## src/source/retire_pkg.sv

```systemverilog
package retire_pkg;

    // Width of the largest tag the back end supports
    // Depth up to 64 entries
    localparam int max_tag_w = 6;

    // One result word from an execution unit
    typedef logic [31:0] data_t;

    // Architectural register index, x0 to x31
    typedef logic [4:0] arch_reg_t;

    // Instruction address kept with each entry
    typedef logic [9:0] pc_t;

    // Which result port the completion arbiter served last
    typedef enum logic [0:0] {
        grant_alu = 1'b0,                   // ALU port won the last grant
        grant_mul = 1'b1                    // Multiplier port won the last grant
    } arb_state_t;

    // Notes on use
    //
    // Tags are not a shared type. Each module derives its tag width
    // from its ROB_DEPTH parameter, so the depth must be a power of two
    // no larger than 2**max_tag_w.
    //
    // Entry counters are max_tag_w+1 bits wide so that a full buffer
    // can be told apart from an empty one.
    //
    // The arbiter state resets to grant_mul, which lets the ALU win
    // the first tie.
    //
    // data_t is also the width of the architectural registers and of
    // the commit value.

endpackage

```

## src/source/completion_arbiter.sv

```systemverilog
module completion_arbiter import retire_pkg::*; #(
    parameter int ROB_DEPTH = 16                     // Sets the tag width
) (
    input  logic                         clk,
    input  logic                         rst,
    // ALU result port
    input  logic                         alu_valid,
    input  logic [$clog2(ROB_DEPTH)-1:0] alu_tag,
    input  data_t                        alu_value,
    output logic                         alu_ready,
    // Multiplier result port
    input  logic                         mul_valid,
    input  logic [$clog2(ROB_DEPTH)-1:0] mul_tag,
    input  data_t                        mul_value,
    output logic                         mul_ready,
    // Completion bus into the reorder buffer
    output logic                         cmp_valid,
    output logic [$clog2(ROB_DEPTH)-1:0] cmp_tag,
    output data_t                        cmp_value
);

    arb_state_t last_q;                              // Port served last time
    logic       grant_alu_w;
    logic       grant_mul_w;

    // On a tie the port that lost last time goes first
    assign grant_alu_w = alu_valid && (!mul_valid || last_q == grant_mul);
    assign grant_mul_w = mul_valid && (!alu_valid || last_q == grant_alu);

    assign alu_ready = grant_alu_w;                  // Low until a request arrives
    assign mul_ready = grant_mul_w;

    // Grant history and completion strobe
    always_ff @(posedge clk or posedge rst) begin
        if (rst) begin
            last_q    <= grant_mul;                  // ALU wins the first tie
            cmp_valid <= 1'b0;
        end else begin
            cmp_valid <= grant_alu_w || grant_mul_w; // One completion per cycle
            if (grant_alu_w) begin
                last_q <= grant_alu;
            end else if (grant_mul_w) begin
                last_q <= grant_mul;
            end
        end
    end

    // Winning tag and value onto the completion bus
    always_ff @(posedge clk) begin
        if (grant_alu_w) begin
            cmp_tag   <= alu_tag;
            cmp_value <= alu_value;
        end else if (grant_mul_w) begin
            cmp_tag   <= mul_tag;
            cmp_value <= mul_value;
        end
    end

endmodule

```

## src/source/reorder_buffer.sv

```systemverilog
module reorder_buffer import retire_pkg::*; #(
    parameter int ROB_DEPTH = 16                     // Number of entries, power of two
) (
    input  logic                         clk,
    input  logic                         rst,
    // Allocate from decode
    input  logic                         alloc_valid,
    input  arch_reg_t                    alloc_dest,
    input  logic                         alloc_reg_write,
    input  pc_t                          alloc_pc,
    output logic                         alloc_ready,
    output logic [$clog2(ROB_DEPTH)-1:0] alloc_tag,
    // Completion from the arbiter
    input  logic                         cmp_valid,
    input  logic [$clog2(ROB_DEPTH)-1:0] cmp_tag,
    input  data_t                        cmp_value,
    // Branch mispredict
    input  logic                         flush_valid,
    input  logic [$clog2(ROB_DEPTH)-1:0] flush_tag,
    // Retirement
    output logic                         commit_valid,
    output arch_reg_t                    commit_dest,
    output data_t                        commit_value,
    output logic                         commit_reg_write
);

    localparam int TAG_W = $clog2(ROB_DEPTH);        // Tag bits
    localparam int CNT_W = max_tag_w + 1;            // Live count, holds 0 to depth

    // Per-entry control bits
    logic [ROB_DEPTH-1:0] live_q;                    // Entry allocated and not yet retired
    logic [ROB_DEPTH-1:0] done_q;                    // Result written back

    // Per-entry payload
    logic [ROB_DEPTH-1:0] reg_write_q;               // Entry writes a register
    arch_reg_t            dest_q  [ROB_DEPTH];       // Destination register
    data_t                value_q [ROB_DEPTH];       // Result value

    logic [TAG_W-1:0]     head_q;                    // Oldest entry
    logic [TAG_W-1:0]     tail_q;                    // Next free slot
    logic [CNT_W-1:0]     count_q;                   // Live entries
    logic [CNT_W-1:0]     count_d;

    logic                 alloc_fire;
    logic                 commit_fire;
    logic [TAG_W-1:0]     flush_dist;                // Age of the branch entry from head
    logic [CNT_W-1:0]     flush_keep;                // Entries that survive a flush
    logic [ROB_DEPTH-1:0] flush_kill;                // Entries younger than the branch

    // Allocation is refused while full or while a flush is in flight
    assign alloc_ready = !flush_valid && (count_q != CNT_W'(ROB_DEPTH));
    assign alloc_tag   = tail_q;                     // Tag handed back to decode
    assign alloc_fire  = alloc_valid && alloc_ready;

    // Head retires once its result is in
    assign commit_fire = live_q[head_q] && done_q[head_q];

    // Branch stays, so the head up to and including it survive
    assign flush_dist = flush_tag - head_q;          // Wraps modulo depth
    assign flush_keep = CNT_W'(flush_dist) + 1'b1;

    always_comb begin
        logic [TAG_W-1:0] offset;
        offset = '0;
        for (int i = 0; i < ROB_DEPTH; i++) begin
            offset        = TAG_W'(i) - head_q;      // Age of slot i
            flush_kill[i] = offset > flush_dist;     // Younger than the branch
        end
    end

    // Next live count
    always_comb begin
        if (flush_valid) begin
            count_d = flush_keep - CNT_W'(commit_fire);
        end else begin
            count_d = count_q + CNT_W'(alloc_fire) - CNT_W'(commit_fire);
        end
    end

    // Pointers and entry status
    always_ff @(posedge clk or posedge rst) begin
        if (rst) begin
            live_q  <= '0;
            done_q  <= '0;
            head_q  <= '0;
            tail_q  <= '0;
            count_q <= '0;
        end else begin
            if (alloc_fire) begin
                live_q[tail_q] <= 1'b1;              // New entry, result pending
                done_q[tail_q] <= 1'b0;
                tail_q         <= tail_q + 1'b1;
            end
            if (cmp_valid && live_q[cmp_tag]) begin
                done_q[cmp_tag] <= 1'b1;             // Stale tags are dropped
            end
            if (commit_fire) begin
                live_q[head_q] <= 1'b0;              // Slot freed
                head_q         <= head_q + 1'b1;
            end
            if (flush_valid) begin
                tail_q <= flush_tag + 1'b1;          // Cut back to just past the branch
                for (int i = 0; i < ROB_DEPTH; i++) begin
                    if (flush_kill[i]) begin
                        live_q[i] <= 1'b0;
                    end
                end
            end
            count_q <= count_d;
        end
    end

    // Entry payload, written at allocate and at completion
    always_ff @(posedge clk) begin
        if (alloc_fire) begin
            reg_write_q[tail_q] <= alloc_reg_write;
            dest_q[tail_q]      <= alloc_dest;
        end
        if (cmp_valid && live_q[cmp_tag]) begin
            value_q[cmp_tag] <= cmp_value;           // Result by tag
        end
    end

    // Commit strobe
    always_ff @(posedge clk or posedge rst) begin
        if (rst) begin
            commit_valid <= 1'b0;
        end else begin
            commit_valid <= commit_fire;             // One-cycle pulse per retirement
        end
    end

    // Commit fields, only meaningful with commit_valid
    always_ff @(posedge clk) begin
        if (commit_fire) begin
            commit_dest      <= dest_q[head_q];
            commit_value     <= value_q[head_q];
            commit_reg_write <= reg_write_q[head_q];
        end
    end

endmodule

```

## src/source/arch_regfile.sv

```systemverilog
module arch_regfile import retire_pkg::*; (
    input  logic      clk,
    input  logic      rst,
    // Commit write port
    input  logic      commit_valid,
    input  arch_reg_t commit_dest,
    input  data_t     commit_value,
    input  logic      commit_reg_write,
    // Architectural read port
    input  arch_reg_t rd_addr,
    output data_t     rd_data
);

    // x0 has no storage, it always reads zero
    data_t regs_q [1:31];
    logic  wr_en;

    // Only commits that write a real register
    assign wr_en = commit_valid && commit_reg_write && (commit_dest != '0);

    always_ff @(posedge clk or posedge rst) begin
        if (rst) begin
            for (int i = 1; i < 32; i++) begin
                regs_q[i] <= '0;                     // Architectural state starts cleared
            end
        end else begin
            if (wr_en) begin
                regs_q[commit_dest] <= commit_value;
            end
        end
    end

    // Combinational read, sees a commit one cycle after commit_valid
    always_comb begin
        if (rd_addr == '0) begin
            rd_data = '0;                            // Hard-wired zero
        end else begin
            rd_data = regs_q[rd_addr];
        end
    end

endmodule

```

## src/source/retire_top.sv

```systemverilog
module retire_top import retire_pkg::*; #(
    parameter int ROB_DEPTH = 16                     // Reorder buffer entries
) (
    input  logic                         clk,
    input  logic                         rst,
    // Allocate
    input  logic                         alloc_valid,
    input  arch_reg_t                    alloc_dest,
    input  logic                         alloc_reg_write,
    input  pc_t                          alloc_pc,
    output logic                         alloc_ready,
    output logic [$clog2(ROB_DEPTH)-1:0] alloc_tag,
    // ALU results
    input  logic                         alu_valid,
    input  logic [$clog2(ROB_DEPTH)-1:0] alu_tag,
    input  data_t                        alu_value,
    output logic                         alu_ready,
    // Multiplier results
    input  logic                         mul_valid,
    input  logic [$clog2(ROB_DEPTH)-1:0] mul_tag,
    input  data_t                        mul_value,
    output logic                         mul_ready,
    // Branch flush
    input  logic                         flush_valid,
    input  logic [$clog2(ROB_DEPTH)-1:0] flush_tag,
    // Retirement
    output logic                         commit_valid,
    output arch_reg_t                    commit_dest,
    output data_t                        commit_value,
    output logic                         commit_reg_write,
    // Register read
    input  arch_reg_t                    rd_addr,
    output data_t                        rd_data
);

    localparam int TAG_W = $clog2(ROB_DEPTH);

    logic             cmp_valid;                     // Arbiter to buffer
    logic [TAG_W-1:0] cmp_tag;
    data_t            cmp_value;

    completion_arbiter #(.ROB_DEPTH(ROB_DEPTH)) u_completion_arbiter (
        .clk, .rst,
        .alu_valid, .alu_tag, .alu_value, .alu_ready,
        .mul_valid, .mul_tag, .mul_value, .mul_ready,
        .cmp_valid, .cmp_tag, .cmp_value
    );

    reorder_buffer #(.ROB_DEPTH(ROB_DEPTH)) u_reorder_buffer (
        .clk, .rst,
        .alloc_valid, .alloc_dest, .alloc_reg_write, .alloc_pc, .alloc_ready, .alloc_tag,
        .cmp_valid, .cmp_tag, .cmp_value,
        .flush_valid, .flush_tag,
        .commit_valid, .commit_dest, .commit_value, .commit_reg_write
    );

    arch_regfile u_arch_regfile (
        .clk, .rst,
        .commit_valid, .commit_dest, .commit_value, .commit_reg_write,
        .rd_addr, .rd_data
    );

endmodule

```

## config.mk

```make
export PLATFORM = sky130hd
export DESIGN_NAME = retire_top
export DESIGN_NICKNAME = d
export VERILOG_FILES = /design/src/source/retire_pkg.sv /design/src/source/completion_arbiter.sv /design/src/source/reorder_buffer.sv /design/src/source/arch_regfile.sv /design/src/source/retire_top.sv
export SDC_FILE = /design/constraint.sdc
export NUM_CORES = 2
export LEC_CHECK = 0
export BUFFER_PORTS_ARGS = -buffer_cell sky130_fd_sc_hd__buf_2
export CAP_MARGIN = 20
export CORE_AREA = 5 5 392 317
export DETAILED_ROUTE_END_ITERATION = 16
export DIE_AREA = 0 0 397 322
export PLACE_DENSITY = 0.8
export SYNTH_ARGS = -nofsm -noshare
export SYNTH_HDL_FRONTEND = slang
export SYNTH_SLANG_ARGS = --single-unit
```

## constraint.sdc

```tcl
create_clock -name clk -period 37.9 [get_ports clk]
set_input_delay 5.685 -clock clk [delete_from_list [all_inputs] [get_ports clk]]
set_output_delay 5.685 -clock clk [all_outputs]
set_load 0.005 [all_outputs]
```

==> impl_metrics.csv <==
group,metric,value,unit
outcome,status,"finished, final reports clean",
synth,syn_area,74800,sq um
routing,ant_nets,0,
placed_design,place_congestion,0.808,
critical_path,cp-startpoint,"rd_addr[0]",
timing,relSlewSlack,18.7,%
synth,synth_top_area_share,34.8,%
synth,synth-seq-cells,1724,
routing,drt_iter0_markers,3889,
floorplanning,ioPinCount,181,
layout,drive_gt1_share,45.2,%
critical_path,crit_fanout,88,
placed_design,place_hpwl,101000,um
floorplanning,initial_core_util,62.4,%
clocking,clockRootBuffer,"clkbuf_16",
synth,synthFlopType,"dfrtp_1",
floorplanning,row_count,114,
critical_path,critical_path_class,"input port to primary output",
floorplanning,die_y,322,um
floorplanning,coreArea,120000,sq um
synth,yosysWarnings,0,
floorplanning,die_area,128000,sq um
power,vdd_ir_drop_max,0.0659,mV
clocking,cts_buffers,162,
timing,tightest_slew,1210,ps
timing,max_clock_freq,0.0634,GHz
layout,area_delta_synth_final,11.2,%
timing,rsz0062_at_grt,"false",
critical_path,worstReg2RegStart,"u_reorder_buffer.head_q[1]",
clocking,clk_path_buf_depth,3,
routing,first_pass_iters,6,
layout,layout_commonest_cell,"dfrtp_1",
critical_path,startpoint_type,"input port",
worst_hold_path,hold_class,"flip-flop to flip-flop",
global_route,grt_pass1_vias,42400,
clocking,clkSinkCount,1724,
critical_path,worstPathArrival,10100,ps
global_route,antenna_found_initial,5,
synth,ys_types,60,
clocking,cts_tree,"done",
clocking,htree_levels,4,
timing,finalHoldViolations,0,
worst_hold_path,worstHoldStart,"u_arch_regfile.regs_q[90]",
layout,nets,4554,
critical_path,critPathRequiredTime,32220,ps
power,p_leak,0.0359,uW
routing,post_drt_via_cell_ratio,6.58,
global_route,grt_max_degree,107,
layout,layout_common_cells,"dfrtp_1, mux2_2, edfxtp_1",
clocking,cts-resized-gates,0,
synth,async_flop_share,60.4,%
routing,drc,0,
clocking,cts_setup_buffers,0,
timing,setup_viol,0,
synth,synth_top_cell_by_area,"dfrtp_1",
routing,postRouteWirelength,183000,um
global_route,grt_pass1_wl,275000,um
routing,post_drt_wl_per_cell,29.7,um
timing,skew,30.5,ps
clocking,clk_latency,800,ps
synth,synthTopCellsByArea,"dfrtp_1, edfxtp_1, mux2_2, mux4_2, mux2_1",
clocking,ctsHoldBuffers,0,
timing,layout_min_cycle_time,15780,ps
timing,slew_violations,0,
critical_path,critPathCaptureType,"primary output",
power,powerDensity,62.5,nW/um^2
timing,fin_tns_setup,0,ps
synth,synth_area_per_cell,17.4,sq um
synth,seq_area_frac_synth,62.2,%
global_route,grt.overflow.total,0,
floorplanning,die_width,397,um
clocking,clk_pin_slew,60,ps
timing,fin_crit_sh,41.6,%
run,drv_cap,0,
placed_design,port-buffer-count,170,
layout,instances_no_fill,6155,
routing,dr_total_vias,40500,
synth,synth-edff-count,682,
layout,nFillCells,7419,
global_route,groute.usage.overall,29.0,%
placed_design,dp_cells,5842,
synth,synth_fp_nets,4455,
synth,synth_cells,4293,
metal layers:
metal / global-route usage [%] / wire length, um / part of all wire [%]
met1: 41.2 / 73700 / 40
met4: 8.62 / 4720 / 2.6
met5: 0 / 35 / 0.019
met2: 47.0 / 90000 / 49
met3: 5.22 / 14100 / 7.7
state kept, by name (all words and copies together), names as in the netlist, 16 cells and up:
| signal | flops |
|---|---|
| u_reorder_buffer.value_q | 512 |
| u_reorder_buffer.live_q | 16 |
| u_reorder_buffer.commit_value | 32 |
| u_completion_arbiter.cmp_value | 32 |
| u_arch_regfile.regs_q | 992 |
| u_reorder_buffer.dest_q | 80 |
| u_reorder_buffer.done_q | 16 |
| u_reorder_buffer.reg_write_q | 16 |
critical path, cell delays in order:
cell    delay [ps]
buf_8          550
buf_4          740
buf_12         570
buf_4          780
mux4_2         610
mux4_2         500
o21a_1         270
buf_2          160
report_power, final:
group,switching [uW],internal [uW]
clock network,708,988
logic,573,578
registers,163,2190
metrics by stage:
step	total power (uW)	setup slack [ps]	utilization (%)	hold slack, ps	cell area (sq um)
after floorplan	3190	2890	-	452	74800
after global placement	3440	21940	64.5	462	77300
after detailed placement	3500	21950	64.5	469	77300
after CTS	5210	21940	69.1	482	82900
after global routing	5430	21670	69.4	500	83200
final	5200	22120	69.4	482	83200
cells in the mapped netlist (all sizes together) (2+ instances only):
cell	number
dfrtp	1041
mux2	1027
nand2b	10
a31oi	4
mux4	454
or3	2
o221a	16
a41oi	8
nand2	172
o22ai	13
nor3	19
o21a	33
a22oi	33
a211oi	2
inv	58
nand4	6
a22o	32
clkbuf	154
xnor2	14
or2	2
mux2i	68
o21bai	2
a21o	8
ha	56
nor3b	6
fa	3
a21oi	24
o21ai	30
nand3	15
edfxtp	682
nor2	54
nand3b	7
buf	198
a311o	4
nor2b	5
nor4b	2
xor2	10
a21boi	8
kinds of logic (layout without fill, tap and decap cells):
logic type | after synthesis | count (layout) | synth area share, %
AOI/OAI and AO/OA | 221 | 221 | 2.20
xor gates and xnor gates | 24 | 24 | 0.291
adders and majority gates | 59 | 59 | 1.02
buffers and inverters | 410 | 643 | 2.42
DFF | 1724 | 1724 | 62.2
muxes | 1549 | 1549 | 30.0
other | 0 | 5 | 0
and+or+nand+nor | 306 | 306 | 1.81
worst paths after layout:
check,to,slack (ps),depth (start not counted)
worst min-delay path,u_arch_regfile.regs_q[90],480,1
worst max-delay path,rd_data[31],22120,8
worst max register to register,u_reorder_buffer.count_q[6],33080,15
worst min register to register,u_arch_regfile.regs_q[90],480,1
min in group asynchronous,u_arch_regfile.regs_q[541],5020,2
max in group asynchronous,u_arch_regfile.regs_q[110],28970,6
final cells by class:
class,count,area (sq um),area share [%]
antenna,5,12.5,0.0150
clock buffer,231,4770,5.74
clock inverter,67,818,0.983
inverter,58,226,0.272
multi-input combinational,2159,26800,32.2
sequential,1724,46600,56.0
tap,1624,2030,2.44
timing repair buffer,287,1990,2.39
(Power assumes the default switching activity.)
